--- config.mk ---
export PLATFORM = sky130hd
export DESIGN_NAME = reg_file
export DESIGN_NICKNAME = d
export VERILOG_FILES = /design/src/rtl/isa_pkg.sv /design/src/rtl/alu_pkg.sv /design/src/rtl/reg_file.sv
export SDC_FILE = /design/constraint.sdc
export NUM_CORES = 2
export LEC_CHECK = 0
export ABC_CLOCK_PERIOD_IN_PS = 3800
export BUFFER_PORTS_ARGS = -buffer_cell sky130_fd_sc_hd__clkbuf_2
export CORE_MARGIN = 4
export CORE_UTILIZATION = 40
export CTS_CLUSTER_SIZE = 20
export DETAILED_ROUTE_END_ITERATION = 12
export SETUP_SLACK_MARGIN = 0.05
export SLEW_MARGIN = 20
export SYNTH_ARGS = -nofsm -noshare
export SYNTH_HDL_FRONTEND = slang
export SYNTH_SLANG_ARGS = --single-unit
--- constraint.sdc ---
create_clock -name clk -period 3.8 [get_ports clk]
set_clock_uncertainty 0.15 [all_clocks]
set_input_delay 0.57 -clock clk [delete_from_list [all_inputs] [get_ports clk]]
set_output_delay 0.57 -clock clk [all_outputs]
set_load 0.05 [all_outputs]
--- src/rtl/isa_pkg.sv ---
// RV64I/M encodings for OP, OP-IMM and LUI only; no W forms, loads, stores or branches
package isa_pkg;

	localparam int ILEN       = 32;
	localparam int REG_ADDR_W = 5;
	localparam int REG_COUNT  = 32;

	// major opcodes
	localparam logic [6:0] OPC_OP     = 7'b0110011;
	localparam logic [6:0] OPC_OP_IMM = 7'b0010011;
	localparam logic [6:0] OPC_LUI    = 7'b0110111;

	// base integer funct3
	localparam logic [2:0] F3_ADD_SUB = 3'b000;
	localparam logic [2:0] F3_SLL     = 3'b001;
	localparam logic [2:0] F3_SLT     = 3'b010;
	localparam logic [2:0] F3_SLTU    = 3'b011;
	localparam logic [2:0] F3_XOR     = 3'b100;
	localparam logic [2:0] F3_SRL_SRA = 3'b101;
	localparam logic [2:0] F3_OR      = 3'b110;
	localparam logic [2:0] F3_AND     = 3'b111;

	// M extension funct3, only with F7_MULDIV
	localparam logic [2:0] F3_MUL   = 3'b000;
	localparam logic [2:0] F3_MULHU = 3'b011;
	localparam logic [2:0] F3_DIV   = 3'b100;
	localparam logic [2:0] F3_DIVU  = 3'b101;
	localparam logic [2:0] F3_REM   = 3'b110;
	localparam logic [2:0] F3_REMU  = 3'b111;

	localparam logic [6:0] F7_BASE   = 7'b0000000;
	localparam logic [6:0] F7_ALT    = 7'b0100000; // sub, sra
	localparam logic [6:0] F7_MULDIV = 7'b0000001;

	// imm[11:6] of the 64-bit immediate shifts
	localparam logic [5:0] F6_SHL_SRL = 6'b000000;
	localparam logic [5:0] F6_SRA     = 6'b010000;

	// one instruction word, three field layouts
	typedef union packed {
		struct packed {
			logic [6:0]            funct7;
			logic [REG_ADDR_W-1:0] rs2;
			logic [REG_ADDR_W-1:0] rs1;
			logic [2:0]            funct3;
			logic [REG_ADDR_W-1:0] rd;
			logic [6:0]            opcode;
		} r_fmt;
		struct packed {
			logic [11:0]           imm12;
			logic [REG_ADDR_W-1:0] rs1;
			logic [2:0]            funct3;
			logic [REG_ADDR_W-1:0] rd;
			logic [6:0]            opcode;
		} i_fmt;
		struct packed {
			logic [19:0]           imm20;
			logic [REG_ADDR_W-1:0] rd;
			logic [6:0]            opcode;
		} u_fmt;
	} instr_u;

endpackage

--- src/rtl/alu_pkg.sv ---
// ALU control encoding; the control word is one-hot, bit positions must match alu.sv order
package alu_pkg;

	localparam int XLEN    = 64;
	localparam int SHAMT_W = 6; // low bits of src2 used as shift amount
	localparam int ALU_OPS = 17;

	// control word bit positions
	localparam int OP_ADD   = 0;
	localparam int OP_SUB   = 1;
	localparam int OP_SLT   = 2;
	localparam int OP_SLTU  = 3;
	localparam int OP_AND   = 4;
	localparam int OP_OR    = 5;
	localparam int OP_XOR   = 6;
	localparam int OP_SLL   = 7;
	localparam int OP_SRL   = 8;
	localparam int OP_SRA   = 9;
	localparam int OP_LUI   = 10;
	localparam int OP_MUL   = 11;
	localparam int OP_DIV   = 12;
	localparam int OP_REM   = 13;
	localparam int OP_MULHU = 14; // upper half of unsigned product
	localparam int OP_DIVU  = 15;
	localparam int OP_REMU  = 16;

endpackage

--- src/rtl/reg_file.sv ---
// 32 x 64 integer registers; combinational reads, write lands on the clock edge, x0 reads zero
`timescale 1ns/1ps

module reg_file (
	input  logic                           clk,
	input  logic                           rst_n,
	input  logic [isa_pkg::REG_ADDR_W-1:0] rs1_addr,
	input  logic [isa_pkg::REG_ADDR_W-1:0] rs2_addr,
	output logic [alu_pkg::XLEN-1:0]       rs1_data,
	output logic [alu_pkg::XLEN-1:0]       rs2_data,
	input  logic                           we,
	input  logic [isa_pkg::REG_ADDR_W-1:0] waddr,
	input  logic [alu_pkg::XLEN-1:0]       wdata
);

	logic [alu_pkg::XLEN-1:0] regs [isa_pkg::REG_COUNT];

	always_ff @(posedge clk or negedge rst_n) begin
		if (!rst_n) begin
			for (int i = 0; i < isa_pkg::REG_COUNT; i++)
				regs[i] <= '0;
		end else if (we && waddr != '0) begin
			regs[waddr] <= wdata;
		end
	end

	// no bypass, a write is visible from the next cycle on
	assign rs1_data = (rs1_addr == '0) ? '0 : regs[rs1_addr];
	assign rs2_data = (rs2_addr == '0) ? '0 : regs[rs2_addr];

endmodule

==> metrics.cfg <==
[run_status]
outcome=completed

[logic_synthesis]
synth_edf_count=0
yosys_warnings=0
synth.top_cell.area_share_pct=47.27
async_flop_share_pct=100.0
syn-cell-area_um2=108400
synth_area_leaders=dfrtp_1 (47%), mux2_2 (21%), mux4_2 (20%)
synth_top_cells_by_count=dfrtp_1 (2048), mux2_2 (2008), mux4_2 (968)
netlist_instances=6963
ys_seq_elements=2048
synthSimpleGateAreaFrac_pct=1.409
yosys.area_share.xor_xnor_pct=0
synth-compound-area-share_pct=2.136
synthesis.nets=7045
synth_cell_type_count=48
synthAdderAreaFrac_pct=0
synth_ff_type=dfrtp_1
synth_top_family_by_area=multiplexers
yosysTopAreaCell=dfrtp_1
yosysMostFrequentCell=dfrtp_1
muxShareOfSynthArea_pct=45.91
syn_avg_cell_area_um2=15.57
yosysSeqAreaShare_pct=47.27

[clocking]
cts_sinks=2048
tritoncts=yes
htreeDepth=4
clk_latency_ns=0.89
clkSlewWorstSetupHoldPaths_ns=0.06
cts_root_buffer=clkbuf_16
cts_buffers=229
clockBufferDepth=4

[floorplan]
die_h_um=528.6
dieArea_um2=279500
rows=190
start_util_pct=40.33
coreArea_um2=268900
die_w_um=528.6
pin_count=210

[setup_path]
cp-start-kind=primary input
cp.required_ns=3.08
critPathCaptureType=output port
crit_chain=buf_8, buf_4, buf_4, mux4_2, nor2b_1, a211o_1, a31o_2, buf_12
reg2reg_depth=1
path_common_cell=buf_4
crit_arrival_ns=2.97
cp_top_family=buffers and inverters
slowest_delay_ns=0.39
critical_path_class=primary input to output port
cp.buffers_inverters=4
slowest_stage=buf_4
path_max_fanout=19
cp.depth=8

[drt]
vias=67390
route.met3.wl_mm=21.14
dr.first_iter.drc_count=5569
post-route-drc-count=0
maxUsedRoutingLayer=met5
ant_nets=0
detail_route.wirelength_mm=355.6
vias_per_cell=6.276
dr.pass1.iters=6
post_drt_wl_per_cell_um=33.12
wl_met1_mm=150.9
wl_met2_mm=170.5

[power]
power_frac_comb_pct=22.9
seqPwrFrac_pct=43.3
p_clk_share_pct=33.8
swShare_pct=28.20
p_int_mw=48.10
vdd_drop_max_mv=0.3698
p_switching_mw=18.89
cellPowerDensity_nw_per_um2=536.7
power.leakage_nw=54.19
total_power_mw=66.99

[final_layout]
drive_above_1_share_pct=56.12
largest_reg_flops=2048
final_core_util_pct=46.42
postLayoutCellArea_um2=124800
reg_top3=regs x2048
multi_input_area_um2=54040
regArea_um2=51250
top_register=regs
fillers=23021
area_delta_synth_final_pct=15.11
nets=7085

[grt]
antenna_found_initial=28
first_global_vias=70737
grt_overflow=0
grt_pass1_wl_mm=516.6
grtUsageTotal_pct=25.17
grt_start_max_net_pins=157

[sta]
tightest_slew_ns=0.9738
fin_crit_ns=3.694
final_max_slew_viol_count=0
slew_headroom_pct=35.08
hold_viol_final=0
finalCritPeriodShare_pct=97.21
grt_setup_unrepaired=yes
setup_viol=0
fmax_mhz=270.7

[placement]
dpl_cell_area_um2=117200
port_buffers=209
gp_congestion=0.8141
dpl.hpwl_mm=209.8

[job]
maxCapViolCount=0

[min_path]
hp-class=primary input to asynchronous set/reset pin

==> worst paths after layout <==
path / end / slack, ns / start
max: rs1_data[56] / 0.11 / rs1_addr[1]
max reg2reg: regs[1883] / 2.83 / regs[1883]
min in group clk: regs[1617] / 0.21 / wdata[17]
min reg2reg: regs[1987] / 0.22 / regs[1987]
max in group asynchronous: regs[1264] / 2.06 / rst_n
min: regs[637] / 0.04 / rst_n
==> logic make-up after synthesis <==
logic type,after synthesis
compound gates,328
buf+inv,807
flops,2048
mux,3510
simple gates,270
==> through the flow <==
stage / TNS, ns / instances / hold WS [ns] / setup WS, ns
final: 0 / 10738 / 0.04194 / 0.1060
after global routing: 0 / 10733 / 0.04739 / 0.03691
after CTS: 0 / 10728 / 0.009064 / 0.01048
after detailed placement: 0 / 10323 / 0.2132 / 0.09505
after global placement: -0.03595 / 10323 / 0.2119 / -0.03595
after floorplan: 0 / 6963 / 0.1244 / 0.3022
==> power groups by stage <==
| stage | combinational (mW) | clock (mW) | sequential [mW] |
|---|---|---|---|
| 2_1_floorplan | 11.2 | 0 | 28.2 |
| 3_3_place_gp | 15.1 | 0 | 28.9 |
| 3_5_place_dp | 15.4 | 0 | 29.3 |
| 4_1_cts | 15.5 | 23.1 | 28.9 |
| 5_1_grt | 16.3 | 23.9 | 29.5 |
| 6_report | 15.3 | 22.6 | 29.0 |
==> layout by cell type (no fill, tap or decap), types with 14 or more instances in the layout <==
cell type / synthesis / layout
mux4_2: 968 / 968
a22oi_1: 26 / 26
mux2_1: 14 / 14
mux2_2: 2008 / 2008
o22a_1: 17 / 17
clkbuf_8: 0 / 61
bufinv_16: 0 / 16
mux2i_1: 520 / 519
clkbuf_16: 0 / 230
a211oi_1: 14 / 14
o22ai_1: 182 / 182
dfrtp_1: 2048 / 2048
buf_12: 0 / 245
or2_1: 71 / 71
clkbuf_1: 434 / 47
clkinv_2: 0 / 37
nor2b_1: 39 / 36
nand2_1: 40 / 27
buf_4: 26 / 249
nor2_1: 30 / 18
nor3_1: 17 / 17
clkbuf_2: 0 / 111
==> repair_timing <==
action                                  CTS  global route
endpoints found under the setup margin    5             2
hold endpoints to repair                528             0
setup buffers                             0             0
resized for setup                         8             2
hold buffers                              1             0
==> routing by layer <==
metal | track usage [%] | up-vias
li1 | - | 27076
met4 | 8.379 | 12
met1 | 34.60 | 37405
met3 | 4.186 | 625
met5 | 0 | -
met2 | 40.76 | 2272
==> area by class of cell <==
cell class | instances | share of cell area, %
Antenna cell | 10 | 0.02005
Clock buffer | 336 | 5.403
Clock inverter | 68 | 0.6716
Multi-Input combinational cell | 4108 | 43.30
Sequential cell | 2048 | 41.06
Tap cell | 3552 | 3.561
Timing Repair Buffer | 616 | 5.987
(Power assumes the default switching activity.)
