$ cat config.mk
export PLATFORM = sky130hd
export DESIGN_NAME = instr_decode
export DESIGN_NICKNAME = d
export VERILOG_FILES = /design/src/rtl/isa_pkg.sv /design/src/rtl/alu_pkg.sv /design/src/rtl/instr_decode.sv
export SDC_FILE = /design/constraint.sdc
export NUM_CORES = 1
export LEC_CHECK = 0
export BUFFER_PORTS_ARGS = -buffer_cell sky130_fd_sc_hd__buf_4
export CORE_ASPECT_RATIO = 0.6
export CORE_MARGIN = 2
export CORE_UTILIZATION = 36
export DETAILED_ROUTE_END_ITERATION = 8
export GPL_ROUTABILITY_DRIVEN = 0
export PLACE_DENSITY = 0.95
export SETUP_SLACK_MARGIN = 0.02
export SLEW_MARGIN = 10
export SYNTH_ARGS = -nofsm -noshare
export SYNTH_HDL_FRONTEND = slang
export SYNTH_SLANG_ARGS = --single-unit
export TNS_END_PERCENT = 5
$ cat constraint.sdc
create_clock -name vclk -period 6.5
set_input_delay 1.3 -clock vclk [all_inputs]
set_output_delay 1.3 -clock vclk [all_outputs]
set_load 0.05 [all_outputs]
$ cat src/rtl/isa_pkg.sv
// RV64I/M encodings for OP, OP-IMM and LUI only; no W forms, loads, stores or branches
package isa_pkg;

	localparam int ILEN       = 32;
	localparam int REG_ADDR_W = 5;
	localparam int REG_COUNT  = 32;

	// major opcodes
	localparam logic [6:0] OPC_OP     = 7'b0110011;
	localparam logic [6:0] OPC_OP_IMM = 7'b0010011;
	localparam logic [6:0] OPC_LUI    = 7'b0110111;

	// base integer funct3
	localparam logic [2:0] F3_ADD_SUB = 3'b000;
	localparam logic [2:0] F3_SLL     = 3'b001;
	localparam logic [2:0] F3_SLT     = 3'b010;
	localparam logic [2:0] F3_SLTU    = 3'b011;
	localparam logic [2:0] F3_XOR     = 3'b100;
	localparam logic [2:0] F3_SRL_SRA = 3'b101;
	localparam logic [2:0] F3_OR      = 3'b110;
	localparam logic [2:0] F3_AND     = 3'b111;

	// M extension funct3, only with F7_MULDIV
	localparam logic [2:0] F3_MUL   = 3'b000;
	localparam logic [2:0] F3_MULHU = 3'b011;
	localparam logic [2:0] F3_DIV   = 3'b100;
	localparam logic [2:0] F3_DIVU  = 3'b101;
	localparam logic [2:0] F3_REM   = 3'b110;
	localparam logic [2:0] F3_REMU  = 3'b111;

	localparam logic [6:0] F7_BASE   = 7'b0000000;
	localparam logic [6:0] F7_ALT    = 7'b0100000; // sub, sra
	localparam logic [6:0] F7_MULDIV = 7'b0000001;

	// imm[11:6] of the 64-bit immediate shifts
	localparam logic [5:0] F6_SHL_SRL = 6'b000000;
	localparam logic [5:0] F6_SRA     = 6'b010000;

	// one instruction word, three field layouts
	typedef union packed {
		struct packed {
			logic [6:0]            funct7;
			logic [REG_ADDR_W-1:0] rs2;
			logic [REG_ADDR_W-1:0] rs1;
			logic [2:0]            funct3;
			logic [REG_ADDR_W-1:0] rd;
			logic [6:0]            opcode;
		} r_fmt;
		struct packed {
			logic [11:0]           imm12;
			logic [REG_ADDR_W-1:0] rs1;
			logic [2:0]            funct3;
			logic [REG_ADDR_W-1:0] rd;
			logic [6:0]            opcode;
		} i_fmt;
		struct packed {
			logic [19:0]           imm20;
			logic [REG_ADDR_W-1:0] rd;
			logic [6:0]            opcode;
		} u_fmt;
	} instr_u;

endpackage

$ cat src/rtl/alu_pkg.sv
// ALU control encoding; the control word is one-hot, bit positions must match alu.sv order
package alu_pkg;

	localparam int XLEN    = 64;
	localparam int SHAMT_W = 6; // low bits of src2 used as shift amount
	localparam int ALU_OPS = 17;

	// control word bit positions
	localparam int OP_ADD   = 0;
	localparam int OP_SUB   = 1;
	localparam int OP_SLT   = 2;
	localparam int OP_SLTU  = 3;
	localparam int OP_AND   = 4;
	localparam int OP_OR    = 5;
	localparam int OP_XOR   = 6;
	localparam int OP_SLL   = 7;
	localparam int OP_SRL   = 8;
	localparam int OP_SRA   = 9;
	localparam int OP_LUI   = 10;
	localparam int OP_MUL   = 11;
	localparam int OP_DIV   = 12;
	localparam int OP_REM   = 13;
	localparam int OP_MULHU = 14; // upper half of unsigned product
	localparam int OP_DIVU  = 15;
	localparam int OP_REMU  = 16;

endpackage

$ cat src/rtl/instr_decode.sv
// decodes OP, OP-IMM and LUI only; anything else is illegal with a zero control word
`timescale 1ns/1ps

module instr_decode (
	input  isa_pkg::instr_u                    instr,
	output logic [isa_pkg::REG_ADDR_W-1:0]     rs1_addr,
	output logic [isa_pkg::REG_ADDR_W-1:0]     rs2_addr,
	output logic [isa_pkg::REG_ADDR_W-1:0]     rd,
	output logic [alu_pkg::XLEN-1:0]           imm,
	output logic                               use_imm,
	output logic [alu_pkg::ALU_OPS-1:0]        alu_control,
	output logic                               legal
);

	localparam int W = alu_pkg::XLEN;

	logic [W-1:0]                imm_i;
	logic [W-1:0]                imm_u;
	logic [W-1:0]                imm_sh;
	logic [11-alu_pkg::SHAMT_W:0] imm_hi; // imm[11:6] of a shift
	logic [6:0]                  funct7;
	logic [2:0]                  funct3;

	assign rs1_addr = instr.r_fmt.rs1;
	assign rs2_addr = instr.r_fmt.rs2;
	assign rd       = instr.r_fmt.rd;
	assign funct7   = instr.r_fmt.funct7;
	assign funct3   = instr.i_fmt.funct3;

	assign imm_i  = {{(W-12){instr.i_fmt.imm12[11]}}, instr.i_fmt.imm12};
	assign imm_u  = {{(W-32){instr.u_fmt.imm20[19]}}, instr.u_fmt.imm20, 12'b0};
	assign imm_sh = {{(W-alu_pkg::SHAMT_W){1'b0}}, instr.i_fmt.imm12[alu_pkg::SHAMT_W-1:0]};
	assign imm_hi = instr.i_fmt.imm12[11:alu_pkg::SHAMT_W];

	always_comb begin
		alu_control = '0;
		legal       = 1'b0;
		use_imm     = 1'b0;
		imm         = '0;
		case (instr.r_fmt.opcode)
			isa_pkg::OPC_OP: begin
				legal = 1'b1; // cleared below for unlisted codes
				if (funct7 == isa_pkg::F7_BASE) begin
					case (funct3)
						isa_pkg::F3_ADD_SUB: alu_control[alu_pkg::OP_ADD]  = 1'b1;
						isa_pkg::F3_SLL:     alu_control[alu_pkg::OP_SLL]  = 1'b1;
						isa_pkg::F3_SLT:     alu_control[alu_pkg::OP_SLT]  = 1'b1;
						isa_pkg::F3_SLTU:    alu_control[alu_pkg::OP_SLTU] = 1'b1;
						isa_pkg::F3_XOR:     alu_control[alu_pkg::OP_XOR]  = 1'b1;
						isa_pkg::F3_SRL_SRA: alu_control[alu_pkg::OP_SRL]  = 1'b1;
						isa_pkg::F3_OR:      alu_control[alu_pkg::OP_OR]   = 1'b1;
						default:             alu_control[alu_pkg::OP_AND]  = 1'b1;
					endcase
				end else if (funct7 == isa_pkg::F7_ALT && funct3 == isa_pkg::F3_ADD_SUB) begin
					alu_control[alu_pkg::OP_SUB] = 1'b1;
				end else if (funct7 == isa_pkg::F7_ALT && funct3 == isa_pkg::F3_SRL_SRA) begin
					alu_control[alu_pkg::OP_SRA] = 1'b1;
				end else if (funct7 == isa_pkg::F7_MULDIV) begin
					case (funct3)
						isa_pkg::F3_MUL:   alu_control[alu_pkg::OP_MUL]   = 1'b1;
						isa_pkg::F3_MULHU: alu_control[alu_pkg::OP_MULHU] = 1'b1;
						isa_pkg::F3_DIV:   alu_control[alu_pkg::OP_DIV]   = 1'b1;
						isa_pkg::F3_DIVU:  alu_control[alu_pkg::OP_DIVU]  = 1'b1;
						isa_pkg::F3_REM:   alu_control[alu_pkg::OP_REM]   = 1'b1;
						isa_pkg::F3_REMU:  alu_control[alu_pkg::OP_REMU]  = 1'b1;
						default:           legal = 1'b0; // mulh, mulhsu
					endcase
				end else begin
					legal = 1'b0;
				end
			end
			isa_pkg::OPC_OP_IMM: begin
				legal   = 1'b1;
				use_imm = 1'b1;
				imm     = imm_i;
				case (funct3)
					isa_pkg::F3_ADD_SUB: alu_control[alu_pkg::OP_ADD]  = 1'b1;
					isa_pkg::F3_SLT:     alu_control[alu_pkg::OP_SLT]  = 1'b1;
					isa_pkg::F3_SLTU:    alu_control[alu_pkg::OP_SLTU] = 1'b1;
					isa_pkg::F3_XOR:     alu_control[alu_pkg::OP_XOR]  = 1'b1;
					isa_pkg::F3_OR:      alu_control[alu_pkg::OP_OR]   = 1'b1;
					isa_pkg::F3_AND:     alu_control[alu_pkg::OP_AND]  = 1'b1;
					isa_pkg::F3_SLL: begin
						imm = imm_sh;
						if (imm_hi == isa_pkg::F6_SHL_SRL)
							alu_control[alu_pkg::OP_SLL] = 1'b1;
						else
							legal = 1'b0;
					end
					default: begin // srli / srai
						imm = imm_sh;
						if (imm_hi == isa_pkg::F6_SHL_SRL)
							alu_control[alu_pkg::OP_SRL] = 1'b1;
						else if (imm_hi == isa_pkg::F6_SRA)
							alu_control[alu_pkg::OP_SRA] = 1'b1;
						else
							legal = 1'b0;
					end
				endcase
			end
			isa_pkg::OPC_LUI: begin
				legal   = 1'b1;
				use_imm = 1'b1;
				imm     = imm_u;
				alu_control[alu_pkg::OP_LUI] = 1'b1;
			end
			default: legal = 1'b0;
		endcase
		if (!legal)
			alu_control = '0;
	end

endmodule

==> impl_metrics.yaml <==
power:
  p_sw_mw: 0.0367
  intPower_mw: 0.0222
  power_density_nw_per_um2: 38.4
  p_leak_nw: 0.972
  combPwrFrac: 1.000
  vdd_drop_max_mv: 0.0180
  seq_power_share: 0
  clkPwrFrac: 0
  p_sw_frac: 0.623
logic_synthesis:
  yosysTopAreaCell: "buf_4"
  synth_area_leaders: "buf_4, a21o_1, a21o_2"
  synth_area_per_cell_um2: 6.94
  syn_nets: 172
  ys_seq_area_frac: 0
  ys_types: 36
  synth_top_area_share: 0.363
  synthCells: 140
  yosysWarnings: 0
  synth_area_um2: 972
placement:
  dp.cells: 239
  place_hpwl_mm: 2.63
  dp_slack_ns: 1.67
  placed_area_um2: 1530
  place.port_buffers: 120
route:
  routed_wl_mm: 3.26
  wire_per_inst_um: 13.7
  firstDrtPassIters: 4
  drc_errors: 0
  wl_met3_um: 300
  wl_met2_mm: 1.55
  viasPerCell: 4.75
  vias: 1136
  detail-route-antenna-nets: 0
  drt_iter0_drc: 26
  routed.top_layer: "met3"
  wl_met1_mm: 1.42
worst_setup_path:
  critPathMostFrequentCell: "buf_4"
  required_ns: 5.20
  setup.worst_path.start: "instr[3]"
  path_cells: "buf_4 -> or4b_4 -> nor4b_4 -> o21a_1 -> buf_4"
  crit_type: "in -> out"
  max_stage_delay_ns: 0.80
  cp_max_fo: 33
  cp_slowest_cell: "o21a_1"
  cp_top_family: "simple AND/OR/NAND/NOR gates"
  worstSetupEndpointType: "primary output"
  start_kind: "input pin"
  critical_path_buf_inv_count: 2
  cp.arrival_ns: 3.52
sta:
  max-slew-margin-rel: 0.365
  setup_tns_ns: 0
  hold_viol_final: 0
  setup_violations: 0
  fin_crit_ns: 4.83
  fin_ws_ns: 1.68
  rsz0062_at_grt: "no"
  worstMarginPinSlew_ns: 0.952
  timing.fmax_mhz: 207
  slew_violations: 0
  timing.final.crit_share: 0.742
floorplan:
  dieArea_um2: 3150
  io_pins: 130
  fp.dieW_um: 71.1
  core_area_um2: 2540
  rows: 14
  initial_core_util: 0.383
  die_h_um: 44.3
cts:
  cts_resized: 0
  cts_setup_buffers: 0
  cts_hold_buffers: 0
outcome:
  status: "finished, final reports clean"
finish:
  nFillCells: 240
  antenna_cells: 0
  final_core_util: 0.603
  drive_gt1_frac: 0.696
  seq_cell_count: 0
  nets: 241
  syn_to_final_growth_pct: 57.5
  fin_cells: 239
  final_cell_area_um2: 1530
  clock_buffers: 0
  register_area_um2: 0
global_route:
  antenna_found_initial: 0
  grt_pass1_vias: 977
  gr-total-overflow: 0
  grt_max_degree: 34
  grt_pass1_wl_mm: 4.84
  grt_util_all_layers: 0.182
min_path:
  min_path_type: "in -> out"
  min_from: "instr[9]"
flow_run:
  cap_violations: 0
==> through the flow <==
| stage | hold WS, ns | power, mW |
|---|---|---|
| after detailed placement | 2.60 | 0.0587 |
| after global routing | 2.60 | 0.0623 |
| final | 2.60 | 0.0588 |
| after floorplan | 2.77 | 0.0458 |
| after global placement | 2.60 | 0.0581 |
| after CTS | 2.60 | 0.0588 |
==> path summary, 6_finish.rpt <==
check / to / slack [ns] / cells past startpoint
hold / removal: rd[2] / 2.60 / 0
setup / recovery: imm[63] / 1.68 / 5
==> placed cells by master, fill, tap and decap left out, drive strengths merged, types with 2 or more instances in the layout <==
master,instances
a21oi,2
inv,2
and2,13
buf,121
nor3,6
nand2,4
a21o,19
nand2b,4
nor2,13
nand3,3
and3,2
o21ai,2
==> kinds of logic (layout without fill, tap and decap cells) <==
family | Yosys count | after routing | share of synthesized area
simple gates | 56 | 56 | 0.359
compound gates | 28 | 28 | 0.227
buf+inv | 56 | 123 | 0.414
==> synthesized netlist by cell type, drive strengths merged <==
cell type / n
buf: 50
a21o: 19
and2: 13
nor2: 13
nor3: 6
clkbuf: 4
nand2: 4
nand2b: 4
nand3: 3
a21oi: 2
and3: 2
inv: 2
o21ai: 2
a31o: 1
and4: 1
and4bb: 1
nand4: 1
nor2b: 1
nor3b: 1
nor4: 1
nor4b: 1
o21a: 1
o22ai: 1
o311ai: 1
o41ai: 1
or2: 1
or3: 1
or4: 1
or4b: 1
==> layout make-up <==
class | count | area [um^2] | share of cell area
inverters | 2 | 7.51 | 0.00490
well taps | 32 | 40.0 | 0.0261
repair buffers | 121 | 908 | 0.593
multi-input cells | 84 | 576 | 0.376
==> power groups by stage <==
stage	combinational, mW	sequential [mW]	clock [mW]
2_1_floorplan	0.0458	0	0
3_3_place_gp	0.0581	0	0
3_5_place_dp	0.0587	0	0
4_1_cts	0.0588	0	0
5_1_grt	0.0623	0	0
6_report	0.0588	0	0
==> routing by layer <==
layer,GRT usage,up-vias
met1,0.249,515
li1,-,567
met2,0.323,54
met5,0,-
met3,0.0342,0
met4,0,0
Note: power is estimated with default switching activity, not from simulation.
